[src/logic/pcpu_pkg.sv]
`default_nettype none

package pcpu_pkg;

	localparam int WORD_WIDTH    = 16;
	localparam int ADDR_WIDTH    = 8;
	localparam int MEM_DEPTH     = 256;
	localparam int REG_COUNT     = 8;
	localparam int REG_IDX_WIDTH = 3;

	// instruction word layout
	localparam int OP_MSB     = 15;
	localparam int OP_LSB     = 11;
	localparam int R1_MSB     = 10;
	localparam int R2_MSB     = 6;
	localparam int R3_MSB     = 2;
	localparam int IMM4_WIDTH = 4;
	localparam int IMM8_WIDTH = 8;

	typedef logic [WORD_WIDTH-1:0]    word_t;
	typedef logic [ADDR_WIDTH-1:0]    addr_t;
	typedef logic [REG_IDX_WIDTH-1:0] reg_idx_t;

	typedef enum logic [OP_MSB-OP_LSB:0] {
		OP_NOP   = 5'b00000,
		OP_HALT  = 5'b00001,
		OP_LOAD  = 5'b00010,
		OP_STORE = 5'b00011,
		OP_SLL   = 5'b00100,
		OP_SLA   = 5'b00101,
		OP_SRL   = 5'b00110,
		OP_SRA   = 5'b00111,
		OP_ADD   = 5'b01000,
		OP_ADDI  = 5'b01001,
		OP_SUB   = 5'b01011,
		OP_AND   = 5'b01101,
		OP_XOR   = 5'b01110,
		OP_OR    = 5'b01111,
		OP_LDIH  = 5'b10000,
		OP_SUBI  = 5'b10011
	} opcode_e;

	typedef enum logic {
		RUN_IDLE = 1'b0,
		RUN_EXEC = 1'b1
	} run_state_e;

	// all-zero word decodes as NOP
	localparam word_t NOP_WORD = '0;

	function automatic opcode_e op_of(input word_t ir);
		return opcode_e'(ir[OP_MSB:OP_LSB]);
	endfunction

	function automatic reg_idx_t r1_of(input word_t ir);
		return ir[R1_MSB -: REG_IDX_WIDTH];
	endfunction

	function automatic reg_idx_t r2_of(input word_t ir);
		return ir[R2_MSB -: REG_IDX_WIDTH];
	endfunction

	function automatic reg_idx_t r3_of(input word_t ir);
		return ir[R3_MSB -: REG_IDX_WIDTH];
	endfunction

	////////////////////////////////////////////////////////////////////////////
	// classification

	function automatic logic writes_register(input opcode_e op);
		return op inside {OP_LOAD, OP_LDIH, OP_ADD, OP_ADDI, OP_SUB, OP_SUBI,
			OP_AND, OP_OR, OP_XOR, OP_SLL, OP_SRL, OP_SLA, OP_SRA};
	endfunction

	function automatic logic reads_r3(input opcode_e op);
		return op inside {OP_ADD, OP_SUB, OP_AND, OP_OR, OP_XOR};
	endfunction

	function automatic logic reads_r2(input opcode_e op);
		return op inside {OP_LOAD, OP_STORE, OP_SLL, OP_SRL, OP_SLA, OP_SRA,
			OP_ADD, OP_SUB, OP_AND, OP_OR, OP_XOR};
	endfunction

	// r1 as a source, store data or immediate base
	function automatic logic reads_r1(input opcode_e op);
		return op inside {OP_ADDI, OP_SUBI, OP_LDIH, OP_STORE};
	endfunction

endpackage

`default_nettype wire

[src/logic/memory_stage.sv]
`timescale 1ns/1ps
`default_nettype none

module memory_stage import pcpu_pkg::*;
(
	input  wire        clock,
	input  wire        reset,
	input  wire        i_advance,
	input  wire word_t i_mem_ir,
	input  wire word_t i_reg_c,
	input  wire        i_store_valid,
	input  wire addr_t i_store_addr,
	input  wire word_t i_store_data,
	input  wire        i_dmem_we,
	input  wire addr_t i_dmem_addr,
	input  wire word_t i_dmem_data,
	output logic       o_wb_en,
	output reg_idx_t   o_wb_idx,
	output word_t      o_wb_data,
	output logic       o_halt_seen
);

	word_t dmem [MEM_DEPTH];
	word_t wb_ir;
	addr_t mem_addr;
	word_t load_word;

	// data memory, stores from the core or preload from outside
	always_ff @(posedge clock)
	begin
		if (i_store_valid)
			dmem[i_store_addr] <= i_store_data;
		else if (i_dmem_we)
			dmem[i_dmem_addr] <= i_dmem_data;
	end

	assign mem_addr  = i_reg_c[ADDR_WIDTH-1:0];
	assign load_word = dmem[mem_addr];

	////////////////////////////////////////////////////////////////////////////
	// writeback register

	always_ff @(posedge clock or negedge reset)
	begin
		if (!reset)
			wb_ir <= NOP_WORD;
		else if (i_advance)
			wb_ir <= i_mem_ir;
	end

	always_ff @(posedge clock)
	begin
		if (i_advance)
			o_wb_data <= (op_of(i_mem_ir) == OP_LOAD) ? load_word : i_reg_c;
	end

	assign o_wb_idx    = r1_of(wb_ir);
	assign o_wb_en     = i_advance && writes_register(op_of(wb_ir));
	assign o_halt_seen = (op_of(wb_ir) == OP_HALT);

	// preload port is only for an idle core
	a_no_load_during_store: assert property (@(posedge clock) disable iff (!reset)
		!(i_store_valid && i_dmem_we));

endmodule

`default_nettype wire

[config.mk]
export PLATFORM = sky130hd
export DESIGN_NAME = memory_stage
export DESIGN_NICKNAME = d
export VERILOG_FILES = /design/src/logic/pcpu_pkg.sv /design/src/logic/memory_stage.sv
export SDC_FILE = /design/constraint.sdc
export NUM_CORES = 2
export LEC_CHECK = 0
export BUFFER_PORTS_ARGS = -buffer_cell sky130_fd_sc_hd__buf_4
export CAP_MARGIN = 5
export CORE_ASPECT_RATIO = 0.7
export CORE_MARGIN = 10
export CORE_UTILIZATION = 45
export CTS_BUF_LIST = sky130_fd_sc_hd__clkbuf_4 sky130_fd_sc_hd__clkbuf_8
export CTS_CLUSTER_DIAMETER = 100
export DETAILED_ROUTE_END_ITERATION = 8
export PLACE_DENSITY = 0.7
export SLEW_MARGIN = 5
export SYNTH_ARGS = -nofsm -noshare
export SYNTH_HDL_FRONTEND = slang
export SYNTH_SLANG_ARGS = --single-unit
[constraint.sdc]
create_clock -name clock -period 2.6 [get_ports clock]
set_input_delay 0.13 -clock clock [delete_from_list [all_inputs] [get_ports clock]]
set_output_delay 0.13 -clock clock [all_outputs]
set_load 0.05 [all_outputs]
Word-level counts from Yosys, hierarchy flattened
Memory sizes are Yosys's and may differ from the RTL's.
Index checks and enable logic that the tools add are counted.
{ "totals": {"output_inout_bits": 21, "mem_count": 1, "word_cells": 30, "input_bits": 85, "ram_bits": 4096, "register_bits": 32} }
{ "memory_table": {"columns": ["name", "words", "word_bits", "rd", "rd_clocked_by_memory_dff", "wr", "line_no", "rtl"], "rows": [
  ["dmem", 256, 16, 1, 0, 1, "memory_stage.sv:23", "word_t dmem [MEM_DEPTH];"]
]} }
{ "op_classes": {"reduce_logical": 3, "muxes": 9, "n_eq_ne": 15} }
{ "op_table": {"columns": ["op", "n"], "rows": [
  ["16-bit two-way mux", 2],
  ["5-bit by 4-bit equality test with 1-bit output (second input constant)", 6],
  ["5-bit by 3-bit equality test with 1-bit output (second input constant)", 4],
  ["16-bit OR reduction", 1],
  ["13-bit nonzero test", 1],
  ["5-bit by 2-bit equality test with 1-bit output (second input constant)", 2],
  ["5-bit equality test (second input constant)", 2],
  ["8-bit two-way mux", 1],
  ["1-bit two-way mux", 6],
  ["5-bit by 1-bit equality test with 1-bit output (second input constant)", 1],
  ["1-bit logical AND", 1]
]} }

Longest topological paths before layout
{ "depth": {"word_depth": 5, "mapped_depth": 14, "mapped_depth_nobuf": 7} }

Least setup slack after synthesis
No wires, ideal clock.
{ "synth_path": {"kind": "input to register", "start": "input i_store_valid", "end": "memory dmem[0][10] (netlist name), data pin", "path_slack_ps": -2412, "t_arrival_ps": 4189, "path_stages": 6, "n_path_buf": 3, "setup_time_ps": 823, "required_time_ps": 1777, "cell_sequence": "nand2b_1 clkbuf_1 clkbuf_1 buf_1 nand2_1 nand2_1"} }
{ "synth_between": {"elab_chain_len": 4} }
{ "synth_rtl": {"columns": ["element", "line_no", "rtl"], "rows": [
  ["from (decl)", "memory_stage.sv:11", "input wire i_store_valid,"],
  ["1-bit two-way mux", "memory_stage.sv:31", "if (i_store_valid)"],
  ["1-bit two-way mux (implied by the code)", "memory_stage.sv:34", "dmem[i_dmem_addr] <= i_dmem_data;"],
  ["16-bit OR reduction (no line)", null, null],
  ["16-bit two-way mux (no line)", null, null],
  ["to (decl)", "memory_stage.sv:23", null]
]} }
No other way between the ends.

Worst setup path in the final report
{ "layout_path": {"start": "memory dmem[58][13] (netlist name)", "end": "register o_wb_data[13], data pin"} }
{ "layout_between": {"elab_chain_len": 2} }
{ "layout_rtl": {"columns": ["element", "line_no", "rtl"], "rows": [
  ["memory read 256 x 16 bit", null, null],
  ["16-bit two-way mux", "memory_stage.sv:54", "o_wb_data <= (op_of(i_mem_ir) == OP_LOAD) ? load_word : i_reg_c;"],
  ["to (signal assigned)", "memory_stage.sv:54", null],
  ["to (decl)", "memory_stage.sv:19", "output word_t o_wb_data,"]
]} }
No other way between the ends.
A chain may end at the register's enable or synchronous reset.

==> results by group <==
Routing
  • Via count: 84700
  • Routed wire length: 454000 µm
  • 1st-iter DRT viols: ~14000
  • # DRC: 0
  • Pre-antenna DRT Iters: 8
  • WL/cell: 33.1 µm
  • Antenna-violating nets left: 0
  • Vias per cell: 6.17

Place
  • Gpl congestion: 0.924
  • DP Wirelength: 299000 µm
  • Post-Place Setup Slack: -1320 ps
  • Port-buffer cells: 97

Pwr
  • Power Density: 702 nW/µm²
  • Leak: 60.7 nW
  • Max IR drop VDD: 0.000520 V

Hold path
  • Min-delay worst type: in2reg
  • Min-delay src: i_reg_c[1]

Layout
  • Share of cells above drive strength 1: 0.380
  • Final #Nets: 8691
  • Fillers: 25700
  • Commonest non-fill, non-tap cell in the layout: edfxtp_1
  • Commonest cells after routing, fill and taps aside: edfxtp_1, mux4_2, buf_4
  • Synth-to-Final Area Change: 20.3%

CTS
  • CTS Buf Count: 593
  • Reg clk slew, reported paths: 80 ps
  • Root Buffer: clkbuf_8
  • CTS tree: yes
  • Clock Sinks: ~4100
  • H-tree depth: 6
  • Clock insertion delay at the later pin of the skew report: 1090 ps
  • Clock tree buffer depth: 4

Timing
  • Final Hold Viols: 0
  • Final WS setup: -88.2 ps
  • RSZ-0062 raised after global routing: true
  • Final-report max-slew violation count: 0
  • Final setup vio count: 5
  • Worst rel slew slack: 0.248
  • Worst Tran Pin Value: 1120 ps
  • Clock skew: 93.2 ps
  • Max Fclk: 372 MHz
  • Crit share post-route: 1.03
  • Worst Hold Margin: roughly 37 ps
  • Final min period: 2690 ps

Floorplanning
  • Core ar.: 351000 µm²
  • Die W: about 730 µm
  • Std cell rows: roughly 180
  • Die height: 517 µm
  • Initial Util: 0.452
  • IO Pins: 106
  • Die Area: 377000 µm²

Global routing
  • GRT Total Usage: 0.237
  • Vias in the first global route: 84200
  • Largest net degree at the start of global routing: 98
  • First-pass GRT wire length: 640000 µm
  • Total grt overflow: 0
  • Initial antenna violation count: 17

Critical path
  • Flop2flop setup slack: -90 ps
  • R2r endpoint: o_wb_data[13]$_DFFE_PP_
  • Arrival time at the worst endpoint: 3520 ps
  • Critical path endpoint: o_wb_data[13]$_DFFE_PP_
  • CP required: around 3400 ps
  • Type of the worst setup path: reg2reg
  • Crit path launch: dmem[58][13]$_DFFE_PP_
  • Origin of the critical flop-to-flop path: dmem[58][13]$_DFFE_PP_
  • Critical Path Fanout Max: 1
  • Worst Reg2Reg Path Length in Cells: 8
  • CP Launch Type: flip-flop
  • CP endpoint kind: flip-flop

Synthesis
  • Mapped Area: 159000 µm²
  • Syn_nets: 7075
  • Primary FF master, synth: edfxtp_1
  • Synth top area cells: edfxtp_1, mux4_2, mux2i_1
  • Yosys reg bits: 4120
  • Ys Warns: 0
  • Post-synthesis sequential area ratio: 0.779
  • Top cell type's share of synthesized area: 0.778
  • Post-synth EDFFs: 4112
  • Area leader, netlist: edfxtp_1
  • Synth Area per Inst: 22.7 µm²
  • Cell variety after synth: 65
  • Gate Count Post-Synth: around 7000
  • Post-synth ARST share: 0.00194

Job
  • Max-cap viol count: 0

Run status
  • Outcome: complete, but fails checks
  • Failing checks: setup timing
-- where the power goes --
group          internal, mW  switching [mW]  leakage (nW)
Clock                  26.0            24.5          5.95
Sequential             73.9          0.0947          36.1
Combinational          3.73            5.85          18.6
Total                   104            30.4          60.7
-- synth_stat cells, types with 5 or more instances --
library cell	count
buf_6	55
a2111oi_0	16
o21ai_0	54
a311oi_1	15
buf_8	17
mux2i_1	171
o31ai_1	10
a21oi_1	54
or3_1	7
nor3_1	19
buf_1	26
a211o_1	10
nand2_1	208
nand2b_1	11
a22o_1	41
nand4_1	27
clkbuf_1	188
a221o_1	18
o311ai_0	6
and2_1	9
dfrtp_1	8
buf_2	84
nor2_1	296
or2_2	7
a221oi_1	88
a31oi_1	6
a32oi_1	10
nand3_1	59
a211oi_1	9
a22oi_1	100
buf_4	31
edfxtp_1	4112
inv_1	5
buf_12	6
nor2b_1	31
nand3b_1	18
mux2_2	12
o22ai_1	40
mux4_2	1049
nor4_1	7
-- worst max-delay path, cell delays in order, from the launching register on --
cell      delay [ps]
edfxtp_1         370
mux4_2           510
a22oi_2          280
buf_4            170
a21oi_1          180
nor4_4           390
buf_4            190
nor2_2            40
or3_1            310
-- final cells by class --
| cell class | count | area [µm²] | share of cell area |
|---|---|---|---|
| antenna | 7 | 17.5 | 0.0000918 |
| sequential | 4120 | 124000 | 0.648 |
| tap | 4692 | 5870 | 0.0308 |
| clock buffer | 810 | 9920 | 0.0520 |
| multi-input combinational | 2455 | 33400 | 0.175 |
| timing repair buffer | 1428 | 16500 | 0.0865 |
| clock inverter | 214 | 1350 | 0.00707 |
| inverter | 8 | 38.8 | 0.000203 |
-- registers in the layout, indices dropped and copies added (netlist names) --
register,flops
o_wb_data,16
wb_ir,8
dmem,4096
-- repair_timing --
action | in CTS | in global routing
buffers inserted | 4 | 0
setup endpoints to repair | 15 | 32
pin swaps | 9 | 8
endpoints found under the hold margin | 2774 | 74
hold buffers | 105 | 1
gates resized for setup | 65 | 37
-- kinds of logic (layout without fill, tap and decap cells) --
family                 count (synthesis)  count (layout)  share of synthesized area
muxes                               1236            1236                      0.161
other                                  0               7                          0
DFF                                 4120            4120                      0.779
AOI/OAI and AO/OA                    511             511                     0.0241
and+or+nand+nor                      708             708                     0.0195
buffers and inverters                415            2460                     0.0156
-- worst min-delay path by stage --
| stage | to | slack, ps | cells after the start |
|---|---|---|---|
| 2_1_floorplan | wb_ir[10]$_DFFE_PN0P_ | -170 | 0 |
| 3_3_place_gp | wb_ir[10]$_DFFE_PN0P_ | -50 | 1 |
| 3_5_place_dp | wb_ir[10]$_DFFE_PN0P_ | -50 | 1 |
| 4_1_cts | o_wb_data[12]$_DFFE_PP_ | 2 | 4 |
| 5_1_grt | o_wb_data[12]$_DFFE_PP_ | 30 | 4 |
| 6_report | o_wb_data[1]$_DFFE_PP_ | 40 | 5 |
-- metrics by stage --
| step | utilization | setup TNS, ps | power, mW | cell area [µm²] | instances |
|---|---|---|---|---|---|
| 2_1_floorplan | - | -721490 | 80.0 | 159000 | 6990 |
| 3_3_place_gp | 0.507 | -14470 | 84.2 | 178000 | 12600 |
| 4_1_cts | 0.543 | -152 | 134 | 191000 | 13700 |
| 3_5_place_dp | 0.507 | -15060 | 84.5 | 178000 | 12600 |
| 5_1_grt | 0.543 | -478 | 138 | 191000 | 13700 |
| 6_report | 0.543 | -236 | 134 | 191000 | 13700 |
-- per-layer routing --
| layer | share of wire | vias up | GRT usage | wire [µm] |
|---|---|---|---|---|
| met5 | 0.00022 | - | 0 | 101 |
| met4 | 0.035 | 16 | 0.0745 | 15900 |
| met3 | 0.16 | 837 | 0.0943 | 72100 |
| met2 | 0.43 | 6272 | 0.336 | 195000 |
| met1 | 0.38 | 44400 | 0.338 | 171000 |
| li1 | - | 33200 | - | - |
(Power assumes the default switching activity.)
