`src/logic/pcpu_pkg.sv`:
```
`default_nettype none

package pcpu_pkg;

	localparam int WORD_WIDTH    = 16;
	localparam int ADDR_WIDTH    = 8;
	localparam int MEM_DEPTH     = 256;
	localparam int REG_COUNT     = 8;
	localparam int REG_IDX_WIDTH = 3;

	// instruction word layout
	localparam int OP_MSB     = 15;
	localparam int OP_LSB     = 11;
	localparam int R1_MSB     = 10;
	localparam int R2_MSB     = 6;
	localparam int R3_MSB     = 2;
	localparam int IMM4_WIDTH = 4;
	localparam int IMM8_WIDTH = 8;

	typedef logic [WORD_WIDTH-1:0]    word_t;
	typedef logic [ADDR_WIDTH-1:0]    addr_t;
	typedef logic [REG_IDX_WIDTH-1:0] reg_idx_t;

	typedef enum logic [OP_MSB-OP_LSB:0] {
		OP_NOP   = 5'b00000,
		OP_HALT  = 5'b00001,
		OP_LOAD  = 5'b00010,
		OP_STORE = 5'b00011,
		OP_SLL   = 5'b00100,
		OP_SLA   = 5'b00101,
		OP_SRL   = 5'b00110,
		OP_SRA   = 5'b00111,
		OP_ADD   = 5'b01000,
		OP_ADDI  = 5'b01001,
		OP_SUB   = 5'b01011,
		OP_AND   = 5'b01101,
		OP_XOR   = 5'b01110,
		OP_OR    = 5'b01111,
		OP_LDIH  = 5'b10000,
		OP_SUBI  = 5'b10011
	} opcode_e;

	typedef enum logic {
		RUN_IDLE = 1'b0,
		RUN_EXEC = 1'b1
	} run_state_e;

	// all-zero word decodes as NOP
	localparam word_t NOP_WORD = '0;

	function automatic opcode_e op_of(input word_t ir);
		return opcode_e'(ir[OP_MSB:OP_LSB]);
	endfunction

	function automatic reg_idx_t r1_of(input word_t ir);
		return ir[R1_MSB -: REG_IDX_WIDTH];
	endfunction

	function automatic reg_idx_t r2_of(input word_t ir);
		return ir[R2_MSB -: REG_IDX_WIDTH];
	endfunction

	function automatic reg_idx_t r3_of(input word_t ir);
		return ir[R3_MSB -: REG_IDX_WIDTH];
	endfunction

	////////////////////////////////////////////////////////////////////////////
	// classification

	function automatic logic writes_register(input opcode_e op);
		return op inside {OP_LOAD, OP_LDIH, OP_ADD, OP_ADDI, OP_SUB, OP_SUBI,
			OP_AND, OP_OR, OP_XOR, OP_SLL, OP_SRL, OP_SLA, OP_SRA};
	endfunction

	function automatic logic reads_r3(input opcode_e op);
		return op inside {OP_ADD, OP_SUB, OP_AND, OP_OR, OP_XOR};
	endfunction

	function automatic logic reads_r2(input opcode_e op);
		return op inside {OP_LOAD, OP_STORE, OP_SLL, OP_SRL, OP_SLA, OP_SRA,
			OP_ADD, OP_SUB, OP_AND, OP_OR, OP_XOR};
	endfunction

	// r1 as a source, store data or immediate base
	function automatic logic reads_r1(input opcode_e op);
		return op inside {OP_ADDI, OP_SUBI, OP_LDIH, OP_STORE};
	endfunction

endpackage

`default_nettype wire

```
`src/logic/fetch_stage.sv`:
```
`timescale 1ns/1ps
`default_nettype none

module fetch_stage import pcpu_pkg::*;
(
	input  wire           clock,
	input  wire           reset,
	input  wire           i_start,
	input  wire           i_enable,
	input  wire           i_imem_we,
	input  wire addr_t    i_imem_addr,
	input  wire word_t    i_imem_data,
	input  wire reg_idx_t i_id_load_dest,
	input  wire           i_id_is_load,
	input  wire reg_idx_t i_ex_load_dest,
	input  wire           i_ex_is_load,
	input  wire           i_halt_seen,
	output logic          o_advance,
	output logic          o_running,
	output word_t         o_id_ir
);

	run_state_e state;
	addr_t      pc;
	logic       draining;
	word_t      imem [MEM_DEPTH];
	word_t      fetch_word;
	logic       load_use;

	function automatic logic reads_reg(input word_t ir, input reg_idx_t idx);
		opcode_e op;
		op = op_of(ir);
		return (reads_r1(op) && r1_of(ir) == idx)
			|| (reads_r2(op) && r2_of(ir) == idx)
			|| (reads_r3(op) && r3_of(ir) == idx);
	endfunction

	assign o_running = (state == RUN_EXEC);
	assign o_advance = o_running && i_enable;

	// program image, written from outside while idle
	always_ff @(posedge clock)
	begin
		if (i_imem_we)
			imem[i_imem_addr] <= i_imem_data;
	end

	assign fetch_word = imem[pc];

	// loaded value not ready until the load reaches memory
	assign load_use = (i_id_is_load && reads_reg(fetch_word, i_id_load_dest))
		|| (i_ex_is_load && reads_reg(fetch_word, i_ex_load_dest));

	////////////////////////////////////////////////////////////////////////////
	// run control

	always_ff @(posedge clock or negedge reset)
	begin
		if (!reset)
			state <= RUN_IDLE;
		else
		begin
			case (state)
				RUN_IDLE:
					if (i_start && i_enable)
						state <= RUN_EXEC;
				RUN_EXEC:
					if (i_enable && i_halt_seen)
						state <= RUN_IDLE;
				default:
					state <= RUN_IDLE;
			endcase
		end
	end

	// pc and the fetch register
	always_ff @(posedge clock or negedge reset)
	begin
		if (!reset)
		begin
			pc       <= '0;
			draining <= 1'b0;
			o_id_ir  <= NOP_WORD;
		end
		else if (state == RUN_IDLE)
		begin
			if (i_start && i_enable)
			begin
				pc       <= '0;
				draining <= 1'b0;
			end
		end
		else if (o_advance)
		begin
			if (draining || load_use)
				o_id_ir <= NOP_WORD;
			else
			begin
				o_id_ir <= fetch_word;
				pc      <= pc + addr_t'(1);
				// nothing past HALT enters the pipeline
				if (op_of(fetch_word) == OP_HALT)
					draining <= 1'b1;
			end
		end
	end

	a_start_only: assert property (@(posedge clock) disable iff (!reset)
		$rose(o_running) |-> $past(i_start));

	a_pause_holds_pc: assert property (@(posedge clock) disable iff (!reset)
		!i_enable |=> $stable(pc));

endmodule

`default_nettype wire

```
`config.mk`:
```
export PLATFORM = sky130hd
export DESIGN_NAME = fetch_stage
export DESIGN_NICKNAME = d
export VERILOG_FILES = /design/src/logic/pcpu_pkg.sv /design/src/logic/fetch_stage.sv
export SDC_FILE = /design/constraint.sdc
export NUM_CORES = 2
export LEC_CHECK = 0
export BUFFER_PORTS_ARGS = -buffer_cell sky130_fd_sc_hd__buf_2
export CORE_MARGIN = 2
export CORE_UTILIZATION = 50
export CTS_CLUSTER_DIAMETER = 80
export CTS_CLUSTER_SIZE = 30
export DETAILED_ROUTE_END_ITERATION = 8
export PLACE_DENSITY = 0.68
export SLEW_MARGIN = 0
export SYNTH_ARGS = -nofsm -noshare
export SYNTH_HDL_FRONTEND = slang
export SYNTH_SLANG_ARGS = --single-unit
```
`constraint.sdc`:
```
create_clock -name clock -period 4 [get_ports clock]
set_input_delay 0.6 -clock clock [delete_from_list [all_inputs] [get_ports clock]]
set_output_delay 0.6 -clock clock [all_outputs]
set_load 0.05 [all_outputs]
```
* Word level (Yosys, flattened, before mapping) *
Memories as Yosys holds them, arrays and structs flattened.
Index checks and enable logic that the tools add are counted.

word-level totals
  register bits after elaboration = 26
  RAM bits = 4096
  bits of input ports = 38
  output and inout port bits = 18
  word-level logic and storage cells = 70
  memories = 1

memories
  memory  words  width  read ports  clocked after memory_dff  write ports  line               RTL
  imem    256    16     1           0                         1            fetch_stage.sv:26  word_t imem [MEM_DEPTH];

operators by class
  add/sub/neg operators = 1
  equal/unequal tests = 24
  multiplexer cells = 15
  bitwise logic cells = 1
  reductions and logical operators = 24

operators with widths
  cell                                            count
  two-way mux 8 bit                               4
  == test 5 x 4 -> 1 bit (second input constant)  6
  == test 5 x 3 -> 1 bit (second input constant)  4
  == test 3 bit                                   6
  two-way mux 16 bit                              1
  logical AND 1 bit                               11
  nonzero test 11 bit                             1
  == test 5 x 2 -> 1 bit (second input constant)  2
  == test 5 bit (second input constant)           2
  two-way mux 1 bit                               9
  adder 8 x 1 -> 8 bit (second input constant)    1
  logical OR 1 bit                                6
  == test 5 x 1 -> 1 bit (second input constant)  1
  nonzero test 5 bit                              1
  != test 2 bit (second input constant)           2
  AND reduction 4 bit                             1
  nonzero test 4 bit                              1
  AND reduction 3 bit                             1
  != test 2 x 1 -> 1 bit (second input constant)  1
  one-hot mux 1 bit (2 select lines)              1
  AND reduction 2 bit                             1
  nonzero test 2 bit                              1
  inverter 1 bit                                  1

* Longest topological paths before layout *
An unclocked memory read counts as a cell.

  depth after elaboration = 12
  gate-level depth with buffers = 22
  mapped depth without buffers = 12

* Worst setup path after synthesis *
OpenSTA, ideal clock, no wires.

  kind = register -> register
  start point = register pc[0]
  end point = register draining
  library setup time = 103 ps
  arrival time = 3909 ps
  data required time = 3897 ps
  setup slack = -12 ps
  cell stages (with the launch flop) = 18
  buffers on the path = 6
  period minus slack after synthesis = 4012 ps
  cells stage by stage = dfrtp_1 buf_6 buf_12 buf_12 buf_8 buf_6 mux4_2 a221oi_1 o21ai_0 o41ai_1 o32a_1 xor2_1 and2_1 a32oi_2 nor2_1 or4_1 buf_6 o41ai_2

between the ends
  cells in the longest elaborated chain, start to end = 11
  elaborated cells on any way between the ends = 42
  those cells by class = eq/ne: 23; reduce/logical: 18; memory: 1

RTL lines
  item                                                       line                                  RTL
  start: declaration                                         fetch_stage.sv:24                     addr_t pc;
  start signal: assignment                                   fetch_stage.sv:100                    pc <= pc + addr_t'(1);
  memory read (256 x 16 bit) *                               -
  == test 5 x 2 -> 1 bit, or another cell as far along       pcpu_pkg.sv:80                        return op inside {OP_LOAD, OP_STORE, OP_SLL, OP_SRL, OP_SLA, OP_SRA,
  nonzero test 11 bit or nonzero test 4 bit (tied branches)  pcpu_pkg.sv:80, pcpu_pkg.sv:86
  logical AND 1 bit (on tied branches)                       fetch_stage.sv:34, fetch_stage.sv:33
  logical OR 1 bit                                           fetch_stage.sv:34                     || (reads_r2(op) && r2_of(ir) == idx)
  logical OR 1 bit                                           fetch_stage.sv:35                     || (reads_r3(op) && r3_of(ir) == idx);
  logical AND 1 bit (on tied branches)                       fetch_stage.sv:51, fetch_stage.sv:52
  logical OR 1 bit                                           fetch_stage.sv:52                     || (i_ex_is_load && reads_reg(fetch_word, i_ex_load_dest));
  logical OR 1 bit                                           fetch_stage.sv:95                     if (draining || load_use)
  != test 2 bit (no source line)                             -
  AND reduction 4 bit (no source line) *                     -
  end signal: assignment                                     fetch_stage.sv:82                     draining <= 1'b0;
  end signal: assignment                                     fetch_stage.sv:90                     draining <= 1'b0;
  end signal: assignment                                     fetch_stage.sv:103                    draining <= 1'b1;
  end: declaration                                           fetch_stage.sv:25                     logic draining;

Every way passes the cells marked *; elsewhere a longest branch is shown, timed or not.
A chain may end at the register's enable or synchronous reset.

* Worst setup path in the final report *
  start point = register pc[0]
  end point = register pc[2]

between the ends
  cells in the longest elaborated chain, start to end = 11
  elaborated cells on any way between the ends = 44
  those cells by class = add/sub: 1; eq/ne: 21; mux: 3; reduce/logical: 18; memory: 1

RTL lines
  item                                                       line
  memory read (256 x 16 bit)                                 -
  == test 5 x 2 -> 1 bit, or another cell as far along       pcpu_pkg.sv:80
  nonzero test 11 bit or nonzero test 4 bit (tied branches)  pcpu_pkg.sv:80, pcpu_pkg.sv:86
  logical AND 1 bit (on tied branches)                       fetch_stage.sv:34, fetch_stage.sv:33
  logical OR 1 bit                                           fetch_stage.sv:34
  logical OR 1 bit                                           fetch_stage.sv:35
  logical AND 1 bit (on tied branches)                       fetch_stage.sv:51, fetch_stage.sv:52
  logical OR 1 bit                                           fetch_stage.sv:52
  logical OR 1 bit                                           fetch_stage.sv:95
  != test 2 bit (no source line)                             -
  AND reduction 3 bit (no source line)                       -

Several ways; a longest one is shown, not always the timed one. The select of a mux whose other input is x is not followed.

==> flow_summary.ini <==
[power_and_ir_drop]
power.ir.vdd_worst_mv = 0.387
power_leakage_nw = 58.4
power.density_cell_area_mw_per_mm2 = 608
total_power_mw = 111

[timing]
fin_ws_ps = -669
number_of_setup_violations_in_the_final_report = 25
fmaxAchievable_mhz = 214
hold_viol_final = 0
grt_setup_unrepaired = yes
fin_worst_skew_ps = 93.1
setup_tns_ps = -15310
period_share_pct = 117
maxSlewHeadroom_pct = 10.3
period_minus_slack_ps = 4670
worst_pin_slew_ps = 1340
final_number_of_max_transition_violations = 0

[final_layout]
layout-drive-gt1-share_pct = 34.1
layout_common_cells = sky130_fd_sc_hd__edfxtp_1, sky130_fd_sc_hd__buf_4, sky130_fd_sc_hd__mux4_2, sky130_fd_sc_hd__mux2i_1, sky130_fd_sc_hd__nand2_1
fin_nets = 8457
syn_to_final_growth_pct = 14.0
layout_commonest_cell = sky130_fd_sc_hd__edfxtp_1
layout.cells.non_filler = 12816

[placed_design]
post-dp-hpwl_um = 298000
post-place-ws_ps = -1550
gpl.final_weighted_congestion = 0.975
placement.io_buffers = 55
placed_cells = 12441

[clocking]
insertion_delay_ps = 970
clock_tree_from_tritoncts = done
cts_htree_levels = 4
cts_max_path_buffers = 4
post_cts_clock_slew_at_the_launch_and_capture_registers_of_the_worst_setup_and_hold_paths_ps = 120
cts.sinks = 4122
cts_root_buffer = sky130_fd_sc_hd__clkbuf_16
tritoncts.num_buffers = 173

[floorplan]
floorplan.io_pins = 56
dieWidth_um = 571
placementRows = 208
fp.dieH_um = 571
start_util_pct = 50.1
core_region_area_sq_mm = 0.320
floorplan.die_area_sq_mm = 0.326

[hold_path]
hp-class = primary input to register

[route]
totalWireLength_um = 464000
final_antenna_net_count = 0
wire_length_per_cell_um = 36.2
first_pass_iters = 6
drt_drc_violations_left = 0
vias = 83180
drt-initial-drc-count = 13849
vias_per_cell = 6.49

[synthesis]
synth_fp_nets = 7351
synthDistinctLibCells = 98
share_of_the_yosys_chip_area_belonging_to_registers_pct = 77.0
yosys_warnings = 0
synth_top_flop_cell = sky130_fd_sc_hd__edfxtp_1
synth.ff_latch_count = 4122
syn_inst = 7312
async_flop_share_pct = 0.631
synth.largest_area_cell = sky130_fd_sc_hd__edfxtp_1
post_synth_main_area_contributors = sky130_fd_sc_hd__edfxtp_1, sky130_fd_sc_hd__mux4_2, sky130_fd_sc_hd__mux2i_1
avgSynthCellArea_sq_um = 22.0
count_of_flip_flops_with_a_built_in_enable_after_synthesis = 4096
syn_area_sq_mm = 0.161
synth_top_cell_area_share_pct = 76.6

[global_route]
grt_pass1_wl_um = 641000
overflow = 0
via_count_of_the_first_global_routing_pass = 80794
grt_start_max_net_pins = 139
global_route.usage.total_pct = 28.4
grt_antenna_before_repair = 28

[setup_path]
crit_path_max_fo = 11
setup.worst_path.end_class = register
start_kind = register
critPathArrivalTime_ps = 5530
worst_ep_required_ps = 4860
worst-setup-path-type = register to register

[outcome]
failed_checks = setup timing
outcome = finished, violations left

[job]
max_cap_violations = 0
## critical path, stage by stage, from the launching register on
cell,delay (ps)
sky130_fd_sc_hd__dfrtp_4,490
sky130_fd_sc_hd__buf_12,190
sky130_fd_sc_hd__buf_16,190
sky130_fd_sc_hd__buf_4,200
sky130_fd_sc_hd__mux4_2,520
sky130_fd_sc_hd__mux2i_1,240
sky130_fd_sc_hd__buf_4,160
sky130_fd_sc_hd__o221ai_1,250
sky130_fd_sc_hd__buf_4,260
sky130_fd_sc_hd__a211oi_2,200
sky130_fd_sc_hd__o21ai_1,120
sky130_fd_sc_hd__buf_4,170
sky130_fd_sc_hd__buf_4,140
sky130_fd_sc_hd__a21oi_1,230
sky130_fd_sc_hd__o21ai_2,80
sky130_fd_sc_hd__a31o_4,220
sky130_fd_sc_hd__buf_6,120
sky130_fd_sc_hd__o211ai_1,330
sky130_fd_sc_hd__or2_4,210
sky130_fd_sc_hd__mux2i_1,180
## what timing repair did
action	in CTS	in global routing
setup endpoints to repair	25	25
hold buffers	3	0
endpoints found under the hold margin	27	0
setup buffers	51	45
pin swaps	43	49
gates cloned	15	1
gates resized for setup	201	142
## worst paths after layout
| kind | from | endpoint | slack (ps) | cells after the start |
|---|---|---|---|---|
| min | i_imem_data[12] | imem[178][12]$_DFFE_PP_ | 50 | 1 |
| max | pc[0]$_DFFE_PN0P_ | pc[2]$_DFFE_PN0P_ | -670 | 19 |
| min in group asynchronous | reset | o_running$_DFF_PN0_ | 230 | 2 |
| min reg2reg | o_id_ir[8]$_DFFE_PN0P_ | o_id_ir[8]$_DFFE_PN0P_ | 520 | 2 |
| max reg2reg | pc[0]$_DFFE_PN0P_ | pc[2]$_DFFE_PN0P_ | -670 | 19 |
| max in group asynchronous | reset | pc[2]$_DFFE_PN0P_ | 3120 | 2 |
## routing by layer
layer	up-vias	share of wire (%)	wire (um)	global-route usage, %
met5	-	0.014	65	0
met4	10	5.8	26700	13.2
met3	920	12	54200	5.89
met2	5392	46	213000	43.5
met1	44057	37	170000	39.4
li1	32801	-	-	-
## registers in the layout, summed over array words and instances, names as in the netlist
name / count
imem: 4096
pc: 8
o_running: 1
o_id_ir: 16
draining: 1
## through the flow
| step | cell area, sq um | hold WS, ps | utilization (%) |
|---|---|---|---|
| after detailed placement | 175000 | 479 | 54.5 |
| after global routing | 183000 | 32.6 | 57.1 |
| after CTS | 182000 | 24.6 | 56.8 |
| after floorplan | 161000 | 304 | - |
| after global placement | 175000 | 480 | 54.5 |
| final | 183000 | 45.3 | 57.1 |
## final cells by class
| type | instances | area [sq um] |
|---|---|---|
| fill | 22927 | 137000 |
| sequential | 4122 | 124000 |
| multi-input combinational | 2745 | 35200 |
| timing repair buffer | 1366 | 13300 |
| tap | 4305 | 5390 |
| clock buffer | 201 | 4550 |
| clock inverter | 57 | 830 |
| inverter | 10 | 53.8 |
| antenna | 10 | 25.0 |
## power breakdown
group / total [mW] / switching (mW) / internal [mW]
Combinational: 41.2 / 21.5 / 19.6
Sequential: 48.0 / 0.352 / 47.6
Clock: 22.2 / 13.3 / 8.89
## cell families after synthesis
kind of cell,after synthesis,synth area share [%]
xor+xnor,28,0.153
compound gates,584,2.63
flops,4122,77.0
buf+inv,445,2.04
mux,1350,16.0
simple gates,782,2.17
fa+ha+maj,1,0.00779
## cells in the mapped netlist (all sizes together), types with 38 or more instances
master / instances
mux4: 950
a221oi: 43
o22ai: 38
edfxtp: 4096
o21ai: 66
nand2: 212
mux2i: 366
a21oi: 103
clkbuf: 147
a22oi: 158
nor2: 326
buf: 287
nand3: 84
Note: power is estimated with default switching activity, not from simulation.
