## src/logic/pcpu_pkg.sv

```systemverilog
`default_nettype none

package pcpu_pkg;

	localparam int WORD_WIDTH    = 16;
	localparam int ADDR_WIDTH    = 8;
	localparam int MEM_DEPTH     = 256;
	localparam int REG_COUNT     = 8;
	localparam int REG_IDX_WIDTH = 3;

	// instruction word layout
	localparam int OP_MSB     = 15;
	localparam int OP_LSB     = 11;
	localparam int R1_MSB     = 10;
	localparam int R2_MSB     = 6;
	localparam int R3_MSB     = 2;
	localparam int IMM4_WIDTH = 4;
	localparam int IMM8_WIDTH = 8;

	typedef logic [WORD_WIDTH-1:0]    word_t;
	typedef logic [ADDR_WIDTH-1:0]    addr_t;
	typedef logic [REG_IDX_WIDTH-1:0] reg_idx_t;

	typedef enum logic [OP_MSB-OP_LSB:0] {
		OP_NOP   = 5'b00000,
		OP_HALT  = 5'b00001,
		OP_LOAD  = 5'b00010,
		OP_STORE = 5'b00011,
		OP_SLL   = 5'b00100,
		OP_SLA   = 5'b00101,
		OP_SRL   = 5'b00110,
		OP_SRA   = 5'b00111,
		OP_ADD   = 5'b01000,
		OP_ADDI  = 5'b01001,
		OP_SUB   = 5'b01011,
		OP_AND   = 5'b01101,
		OP_XOR   = 5'b01110,
		OP_OR    = 5'b01111,
		OP_LDIH  = 5'b10000,
		OP_SUBI  = 5'b10011
	} opcode_e;

	typedef enum logic {
		RUN_IDLE = 1'b0,
		RUN_EXEC = 1'b1
	} run_state_e;

	// all-zero word decodes as NOP
	localparam word_t NOP_WORD = '0;

	function automatic opcode_e op_of(input word_t ir);
		return opcode_e'(ir[OP_MSB:OP_LSB]);
	endfunction

	function automatic reg_idx_t r1_of(input word_t ir);
		return ir[R1_MSB -: REG_IDX_WIDTH];
	endfunction

	function automatic reg_idx_t r2_of(input word_t ir);
		return ir[R2_MSB -: REG_IDX_WIDTH];
	endfunction

	function automatic reg_idx_t r3_of(input word_t ir);
		return ir[R3_MSB -: REG_IDX_WIDTH];
	endfunction

	////////////////////////////////////////////////////////////////////////////
	// classification

	function automatic logic writes_register(input opcode_e op);
		return op inside {OP_LOAD, OP_LDIH, OP_ADD, OP_ADDI, OP_SUB, OP_SUBI,
			OP_AND, OP_OR, OP_XOR, OP_SLL, OP_SRL, OP_SLA, OP_SRA};
	endfunction

	function automatic logic reads_r3(input opcode_e op);
		return op inside {OP_ADD, OP_SUB, OP_AND, OP_OR, OP_XOR};
	endfunction

	function automatic logic reads_r2(input opcode_e op);
		return op inside {OP_LOAD, OP_STORE, OP_SLL, OP_SRL, OP_SLA, OP_SRA,
			OP_ADD, OP_SUB, OP_AND, OP_OR, OP_XOR};
	endfunction

	// r1 as a source, store data or immediate base
	function automatic logic reads_r1(input opcode_e op);
		return op inside {OP_ADDI, OP_SUBI, OP_LDIH, OP_STORE};
	endfunction

endpackage

`default_nettype wire

```

## src/logic/decode_stage.sv

```systemverilog
`timescale 1ns/1ps
`default_nettype none

module decode_stage import pcpu_pkg::*;
(
	input  wire           clock,
	input  wire           reset,
	input  wire           i_advance,
	input  wire word_t    i_id_ir,
	input  wire word_t    i_ex_ir,
	input  wire word_t    i_alu_result,
	input  wire word_t    i_mem_ir,
	input  wire word_t    i_reg_c,
	input  wire           i_wb_en,
	input  wire reg_idx_t i_wb_idx,
	input  wire word_t    i_wb_data,
	output logic          o_id_is_load,
	output reg_idx_t      o_id_load_dest,
	output word_t         o_ex_ir,
	output word_t         o_reg_a,
	output word_t         o_reg_b,
	output word_t         o_store_data
);

	word_t    regs [REG_COUNT];
	opcode_e  id_op;
	reg_idx_t a_idx;
	word_t    a_value;
	word_t    b_value;
	word_t    store_value;

	// newest writer wins, execute then memory then writeback
	function automatic word_t forward(input reg_idx_t idx);
		if (writes_register(op_of(i_ex_ir)) && r1_of(i_ex_ir) == idx)
			return i_alu_result;
		else if (writes_register(op_of(i_mem_ir)) && r1_of(i_mem_ir) == idx)
			return i_reg_c;
		else if (i_wb_en && i_wb_idx == idx)
			return i_wb_data;
		else
			return regs[idx];
	endfunction

	assign id_op          = op_of(i_id_ir);
	assign o_id_is_load   = (id_op == OP_LOAD);
	assign o_id_load_dest = r1_of(i_id_ir);

	// immediate forms use r1 as base, everything else r2
	assign a_idx = (reads_r1(id_op) && !reads_r2(id_op)) ? r1_of(i_id_ir) : r2_of(i_id_ir);

	always_comb
	begin
		a_value     = forward(a_idx);
		store_value = forward(r1_of(i_id_ir));
		if (reads_r3(id_op))
			b_value = forward(r3_of(i_id_ir));
		else
			b_value = word_t'(i_id_ir[IMM4_WIDTH-1:0]);
	end

	////////////////////////////////////////////////////////////////////////////
	// register file

	always_ff @(posedge clock or negedge reset)
	begin
		if (!reset)
		begin
			for (int i = 0; i < REG_COUNT; i++)
				regs[i] <= '0;
		end
		else if (i_wb_en)
			regs[i_wb_idx] <= i_wb_data;
	end

	// decode to execute
	always_ff @(posedge clock or negedge reset)
	begin
		if (!reset)
			o_ex_ir <= NOP_WORD;
		else if (i_advance)
			o_ex_ir <= i_id_ir;
	end

	always_ff @(posedge clock)
	begin
		if (i_advance)
		begin
			o_reg_a      <= a_value;
			o_reg_b      <= b_value;
			o_store_data <= store_value;
		end
	end

	// writeback must stay in step with the rest of the pipeline
	a_wb_on_advance: assert property (@(posedge clock) disable iff (!reset)
		i_wb_en |-> i_advance);

endmodule

`default_nettype wire

```

## config.mk

```make
export PLATFORM = sky130hd
export DESIGN_NAME = decode_stage
export DESIGN_NICKNAME = d
export VERILOG_FILES = /design/src/logic/pcpu_pkg.sv /design/src/logic/decode_stage.sv
export SDC_FILE = /design/constraint.sdc
export NUM_CORES = 1
export LEC_CHECK = 0
export ABC_CLOCK_PERIOD_IN_PS = 3600
export BUFFER_PORTS_ARGS = -buffer_cell sky130_fd_sc_hd__buf_2
export CAP_MARGIN = 20
export CORE_UTILIZATION = 45
export DETAILED_ROUTE_END_ITERATION = 10
export HOLD_SLACK_MARGIN = 0.03
export MAX_ROUTING_LAYER = met4
export PLACE_DENSITY = 0.72
export SYNTH_ARGS = -nofsm -noshare
export SYNTH_HDL_FRONTEND = slang
export SYNTH_SLANG_ARGS = --single-unit
```

## constraint.sdc

```tcl
create_clock -name clock -period 3.6 [get_ports clock]
set_clock_uncertainty 0.2 [all_clocks]
set_input_delay 0.72 -clock clock [delete_from_list [all_inputs] [get_ports clock]]
set_output_delay 0.72 -clock clock [all_outputs]
set_load 0.02 [all_outputs]
```

# Yosys cells after proc, flatten, opt, wreduce, memory -nomap -nowiden
# Index checks and enable logic that the tools add are counted.
[classes]
n_reduce_logical = 17
magnitude_cmp = 5
muxes = 23
n_eq_ne = 49
bitwise_logic = 4
[op_table]
columns = ["op", "count"]
rows = [
  ["$mux 16", 16],
  ["$bmux 16 s3", 3],
  ["$bwmux 128", 1],
  ["$eq 5x4->1 const B", 18],
  ["$eq 5x3->1 const B", 12],
  ["$demux 16 s3", 1],
  ["$eq 5x5->1 const B", 6],
  ["$eq 3x3->1", 9],
  ["$reduce_bool 13->1", 2],
  ["$eq 5x2->1 const B", 4],
  ["$ge 4x4->1 const B", 4],
  ["$not 3->4", 4],
  ["$logic_and 1x1->1", 11],
  ["$reduce_bool 11->1", 1],
  ["$reduce_bool 5->1", 1],
  ["$lt 4x1->1 const B", 1],
  ["$mux 4", 1],
  ["$reduce_bool 4->1", 1],
  ["$mux 3", 1],
  ["$logic_not 1->1", 1],
]
[totals]
register_bits = 192
in_bits = 103
elab_cells = 111
output_inout_bits = 68

# Logic depth before layout (Yosys ltp)
# Gate-level depths: netlist (run 1).
[logic_depth]
word_depth = 12
depth_mapped = 11
depth_no_buf = 7

# Worst setup path before layout (run 1)
# Ideal clock, no wire load.
[synth_path]
path_type = "input-to-reg"
start = "in i_id_ir[13]"
end = "reg o_reg_a[8], data pin"
t_required_ps = 3135
t_arrival_ps = 2727
path_stages = 8
path_slack_ps = 408
cell_sequence = "or3b_4 o22a_2 mux2i_4 xnor2_1 clkbuf_1 nor4b_1 mux2i_1 o31ai_2"
[synth_between]
elab_chain_len = 12
[synth_rtl]
columns = ["item", "line_no", "text"]
rows = [
  ["from (decl)", "decode_stage.sv:9", "input wire word_t i_id_ir,"],
  ["$eq 5x2->1 (tied with other cells)", "pcpu_pkg.sv:80", "return op inside {OP_LOAD, OP_STORE, OP_SLL, OP_SRL, OP_SLA, OP_SRA,"],
  ["$reduce_bool 11->1", "pcpu_pkg.sv:80", ""],
  ["$logic_not 1->1", "decode_stage.sv:49", "assign a_idx = (reads_r1(id_op) && !reads_r2(id_op)) ? r1_of(i_id_ir) : r2_of(i_id_ir);"],
  ["$logic_and 1x1->1 *", "decode_stage.sv:49", ""],
  ["$mux 3 *", "decode_stage.sv:49", ""],
  ["$not 3->4 (implied by the code)", "decode_stage.sv:41", "return regs[idx];"],
  ["$bmux 16 s3", "decode_stage.sv:41", ""],
  ["$mux 16 (implied by the code) (2 in a row)", "decode_stage.sv:41", ""],
  ["$mux 16", "decode_stage.sv:38", "else if (i_wb_en && i_wb_idx == idx)"],
  ["$mux 16", "decode_stage.sv:36", "else if (writes_register(op_of(i_mem_ir)) && r1_of(i_mem_ir) == idx)"],
  ["$mux 16 *", "decode_stage.sv:34", "if (writes_register(op_of(i_ex_ir)) && r1_of(i_ex_ir) == idx)"],
  ["named net a_value[8]", "decode_stage.sv:28", "word_t a_value;"],
  ["to (signal assigned)", "decode_stage.sv:88", "o_reg_a <= a_value;"],
  ["to (decl)", "decode_stage.sv:20", "output word_t o_reg_a,"],
]
# Mark *: on every way through the listed nets, which the timed path passes. The rest lies on a longest branch. The select of a mux whose other input is x is not followed.
# A chain may end at the register's enable or synchronous reset.

# Final worst setup path (run 1)
[layout_path]
start = "in i_id_ir[14]"
end = "reg o_reg_a[0], data pin"
# The elaborated chain is that of the path after synthesis.

==> run metrics, run 1 <==
H-Tree Depth=4; P_leak=between 6 and 7 nW; unrepaired setup endpoints after global routing=no; Seq cells post-synth=192; Synth Area per Inst=12.4 sq um; CTS tree=built; CTS resizes=0; Tot Pwr=7.20 mW; Worst Path Required=between 3 and 4 ns; largest net degree at the start of global routing=68; Clock Sinks=192; fmax=322 MHz; mapped cell area=12,000 sq um; actual slew at the worst max-slew pin=1.15 ns; die area=approximately 27,000 sq um; die width=165 microns; per-cell routed wire length=around 23 microns; I/O Pins=171; clk slew on worst S/H paths=approximately 0.070 ns; die height=165 microns; Synth Warn #=0; layout net count=1,211; Setup violations, final=0; area growth from synthesis to layout=16.8%; DP HPWL=22,900 microns; initial antenna violation count=0; Fillers=2,124; clk_lat worst skew=between 0.4 and 0.5 ns; Final Routed Wirelength=33,000 microns; number of max-cap violations=0; Yosys cell types=53; vias after detailed routing=8,983; EDFF count, synth=48; Rows=59; diode count=0; Hold Crit Class=primary input to async pin; final hold violation count=0; gpl congestion=0.858; Overflow after GRT=0; core area=26,100 sq um; TritonRoute pass-1 iters=6; status=completed; Slew headroom=0.236; fin crit share=0.864; sequential area share after synthesis=0.421; WS Path Type=primary input to register; layout cells sized above 1=0.420; worst-path fanout max=15; Max IR drop VDD=0.000372 V; GR Util All Layers=0.253; I/O Buffers=154; hold buffer count at cts=0; Slew Limit Fails=0; Setup crit start kind=primary input; TritonCTS Buffers=17; minimum clock period=3.11 ns; Arr. time, crit path=3.07 ns; ANT nets after route=0; Gate Count Post-Synth=965; pwr dens=514 nW/um^2; CP endpoint kind=register; Setup WS post-layout=0.491 ns; Post-CTS Setup Bufs=0; ys flop type=dfrtp_1; Synth Net Count=1,068; Setup WS pre-CTS=~0.13 ns; first-pass GRT wire length=50,100 microns; vias in the first global route=8,734; initial core utilization=0.460; maximum buffer depth of the clock tree=2; DR vias/cell=between 6 and 7; root buf cell=clkbuf_16; Setup TNS Final=0 ns; DRC viols=0; Initial DRC Count=around 810; Async S/R FF share, synth=0.750
==> worst paths after layout <==
path,slack [ns],end,depth (start not counted),startpoint
max in group asynchronous,2.25,o_ex_ir[2],2,reset
max reg2reg,1.40,o_reg_b[2],6,regs[18]
max,0.49,o_reg_a[0],10,i_id_ir[14]
min reg2reg,0.30,o_ex_ir[10],1,o_ex_ir[10]
min,0.08,regs[109],1,reset
min in group clock,0.30,o_ex_ir[10],1,o_ex_ir[10]
==> per-stage QoR <==
| stage | hold slack, ns | cells | area [sq um] | utilization |
|---|---|---|---|---|
| finish | 0.0788 | 1456 | 14000 | 0.537 |
| CTS | 0.0934 | 1456 | 14000 | 0.537 |
| floorplan | 0.224 | 965 | 12000 | - |
| detailed placement | 0.289 | 1424 | 13400 | 0.513 |
| global route | 0.131 | 1456 | 14000 | 0.537 |
| global placement | 0.285 | 1424 | 13400 | 0.513 |
==> kinds of logic after synthesis <==
| logic type | count (synthesis) | synth area share |
|---|---|---|
| buffers and inverters | 100 | 0.0393 |
| DFF | 192 | 0.421 |
| xor gates and xnor gates | 22 | 0.0161 |
| AOI/OAI and AO/OA | 146 | 0.0800 |
| muxes | 357 | 0.382 |
| and+or+nand+nor | 148 | 0.0618 |
==> layout by cell type, fill, tap and decap left out, types with 19 or more instances in the layout <==
cell type / count
buf_2: 153
mux2i_1: 146
mux2_2: 144
dfrtp_1: 144
nor2_1: 82
mux4_2: 64
buf_4: 56
a21oi_1: 49
edfxtp_1: 48
o22ai_1: 32
xnor2_1: 19
==> cell type report <==
cell class	count	area (sq um)	share of cell area
multi-input cells	673	6490	0.464
inverters	5	18.8	0.00134
repair buffers	219	1380	0.0984
flip-flops and latches	192	5040	0.360
clock buffers	20	437	0.0312
clock inverters	12	206	0.0147
well taps	335	419	0.0299
==> state kept, by name, summed over array words and instances, names as in the netlist <==
register	count
regs	128
o_ex_ir	16
o_reg_a	16
o_reg_b	16
o_store_data	16
==> Yosys cell counts, types with 2 or more instances <==
master,n,area [sq um]
xor2_1,3,26.3
nor3_1,20,100
buf_1,4,15.0
nand4_1,9,56.3
a22oi_1,3,22.5
o21bai_1,2,15.0
nor3b_1,2,15.0
buf_6,8,90.1
mux4_2,64,1440
o21ai_0,7,35.0
o32ai_1,2,17.5
mux2i_1,146,1460
o31a_1,2,17.5
nor4b_1,16,140
o31ai_1,15,113
mux2_2,144,1620
buf_4,4,30.0
nor2b_1,4,25.0
o22ai_1,32,200
clkbuf_1,63,236
inv_1,5,18.8
a21o_1,4,30.0
dfrtp_1,144,3600
o21ai_2,3,26.3
buf_2,16,80.1
xnor2_1,19,166
a21oi_1,49,245
a211oi_1,17,128
nand2_1,5,18.8
edfxtp_1,48,1440
nand3b_1,2,15.0
nor2_1,82,308
==> power by group <==
| part | leakage (nW) | internal (mW) | total [mW] | switching (mW) |
|---|---|---|---|---|
| Combinational | 3.64 | 1.08 | 2.09 | 1.01 |
| Sequential | 2.21 | 2.69 | 3.04 | 0.349 |
| Clock | 0.304 | 1.24 | 2.07 | 0.833 |
==> critical path, cell delays in order <==
cell and delay, ns:
buf_2 0.14, or3b_4 0.39, o22a_2 0.33, mux2_4 0.44, buf_4 0.22, mux2i_1 0.27
o22ai_1 0.14, nor3_1 0.18, buf_4 0.15, o31ai_1 0.08
==> routing by layer <==
layer  global-route usage  vias to the layer above  part of all wire
li1                     -                     4005                 -
met1                0.323                     4506              0.41
met2                0.409                      419              0.49
met3               0.0385                       53             0.079
met4               0.0880                        0             0.021
met5                    -                        -                 0
No activity file was read; power rests on OpenSTA's default activity.
==> run 2, diff against run 1 <==
--- a/config.mk
+++ b/config.mk
@@ -6,13 +6,13 @@
 export NUM_CORES = 1
 export LEC_CHECK = 0
 export ABC_CLOCK_PERIOD_IN_PS = 3600
-export BUFFER_PORTS_ARGS = -buffer_cell sky130_fd_sc_hd__buf_2
 export CAP_MARGIN = 20
 export CORE_UTILIZATION = 45
 export DETAILED_ROUTE_END_ITERATION = 10
+export DONT_BUFFER_PORTS = 1
 export HOLD_SLACK_MARGIN = 0.03
 export MAX_ROUTING_LAYER = met4
-export PLACE_DENSITY = 0.72
+export PLACE_DENSITY = 0.67
 export SYNTH_ARGS = -nofsm -noshare
 export SYNTH_HDL_FRONTEND = slang
 export SYNTH_SLANG_ARGS = --single-unit
==> run 2 against run 1 <==
Final area is 8.0% lower. Critical endpoint is now o_reg_a[5]. Critical path type unchanged. Sequential power is 5% higher. The flow now finishes with violations (negative hold slack). Utilization is 4.3 points lower.
==> run metrics, run 2 (synthesized netlist as in run 1, its figures left out) <==
status=complete, but fails checks; failing checks=negative hold slack; DP HPWL=21,500 microns (-5.7%); number of max-cap violations=0 (unchanged); Post-CTS Setup Bufs=0 (unchanged); minimum clock period=3.07 ns (-0.0416 ns); clk slew on worst S/H paths=0.07 ns (about the same); CTS tree=built; CTS resizes=0 (unchanged); Final Routed Wirelength=32,700 microns (-1.2%); I/O Pins=171 (unchanged); unrepaired setup endpoints after global routing=no; Clock Sinks=192 (unchanged); Setup crit start=i_id_ir[13]; Setup crit start kind=primary input; layout cells sized above 1=0.310 (-0.110); GR Util All Layers=0.252 (-0.000652); first-pass GRT wire length=49,500 microns (-1.3%); maximum buffer depth of the clock tree=2 (unchanged); Setup TNS Final=0 ns (unchanged); Min Hold Slack=-0.232 ns (-0.311 ns); Setup WS pre-CTS=0.146 ns (+0.0127 ns); ANT nets after route=0 (unchanged); TritonRoute pass-1 iters=5 (-1); H-Tree Depth=4 (unchanged); I/O Buffers=0 (-100%); vias after detailed routing=8,263 (-8.0%); final hold violation count=144 (+144); diode count=0 (unchanged); most frequent cells in the layout=146 x mux2i_1, 144 x mux2_2, 144 x dfrtp_1, 82 x nor2_1, 64 x mux4_2; Setup WS post-layout=0.532 ns (+0.0416 ns); Overflow after GRT=0 (unchanged); Initial DRC Count=691 (-15%); initial antenna violation count=0 (unchanged); area growth from synthesis to layout=7.44%; initial core utilization=0.460 (unchanged); R2R Path Start=regs[0]; gpl congestion=0.824 (-4.0%); Most flops, register=regs; per-cell routed wire length=25.6 microns (+13%); fin crit share=0.852 (-0.0116); die width=165 microns (unchanged); fmax=326 MHz (+1.4%); root buf cell=clkbuf_16; CP endpoint kind=register; layout net count=1,029 (-15%); Worst Setup EP=o_reg_a[5]; Rows=59 (unchanged); end-of-flow core utilization=0.494 (-0.0431); clk_lat worst skew=0.44 ns (about the same); commonest non-fill, non-tap cell in the layout=mux2i_1; Arr. time, crit path=3.05 ns (-0.02 ns); pwr dens=512 nW/um^2 (-0.38%); DR vias/cell=6.49 (+5.1%); max reg flops=128 (unchanged); WS Path Type=primary input to register; Slew headroom=0.419 (+0.183); FF-to-FF End=o_reg_b[0]; Setup violations, final=0 (unchanged); Max IR drop VDD=0.000339 V (-9.0%); P_leak=5.35 nW (-13%); Worst Path Required=3.59 ns (+0.03 ns); worst-path fanout max=19 (+4); number of cells on the worst reg-to-reg path=6 (unchanged); flop-to-flop setup slack=1.48 ns (+0.08 ns); Hold Crit Class=primary input to async pin; actual slew at the worst max-slew pin=0.864 ns (-0.283 ns); die area=27,300 sq um (unchanged); vias in the first global route=8,232 (-5.7%); largest net degree at the start of global routing=145 (+110%); DRC viols=0 (unchanged); TritonCTS Buffers=17 (unchanged); die height=165 microns (unchanged); Slew Limit Fails=0 (unchanged); Fillers=2,251 (+6.0%); core area=26,100 sq um (unchanged)
run 2: per-layer routing:
layer  track usage  share of wire  vias up  wire length, microns
met5             -              0        -                     0
met4        0.0917          0.025        0                   820
met3        0.0462          0.077       65                  2500
met2         0.401           0.49      379                 15900
met1         0.321           0.41     4196                 13500
li1              -              -     3623                     -
run 2: area by class of cell:
cell class              instances  area (sq um)  area share
clock buffers                  19           433      0.0336
well taps                     335           419      0.0326
multi-input cells             673          6500       0.505
flip-flops and latches        192          5040       0.392
clock inverters                13           116     0.00904
inverters                       5          18.8     0.00146
repair buffers                 37           340      0.0264
run 2: worst min path at each step:
stage | startpoint | endpoint | slack [ns]
2_1_floorplan | reset | o_ex_ir[0] | 0.22
3_3_place_gp | reset | o_ex_ir[15] | 0.23
3_5_place_dp | reset | o_ex_ir[14] | 0.23
4_1_cts | reset | o_ex_ir[14] | -0.24
5_1_grt | reset | o_ex_ir[15] | -0.25
6_report | reset | o_ex_ir[15] | -0.23
run 2: power breakdown:
part	switching, mW	total [mW]	internal (mW)
logic	0.645	1.60	0.951
registers	0.490	3.19	2.70
clock network	0.857	1.81	0.955
total	1.99	6.59	4.60
run 2: critical path, stage by stage:
cell and delay [ns]:
or3b_4 0.39, o22a_2 0.30, mux2_4 0.47, buf_4 0.42, mux2i_1 0.24, o22ai_1 0.09
nor3_1 0.28, o31ai_1 0.12
run 2: per-stage QoR:
step	cells	power [mW]	area [sq um]
6_report	1274	6.59	12900
5_1_grt	1274	6.89	12900
4_1_cts	1274	6.60	12900
3_5_place_dp	1242	4.79	12300
3_3_place_gp	1242	4.73	12300
2_1_floorplan	965	4.44	12000
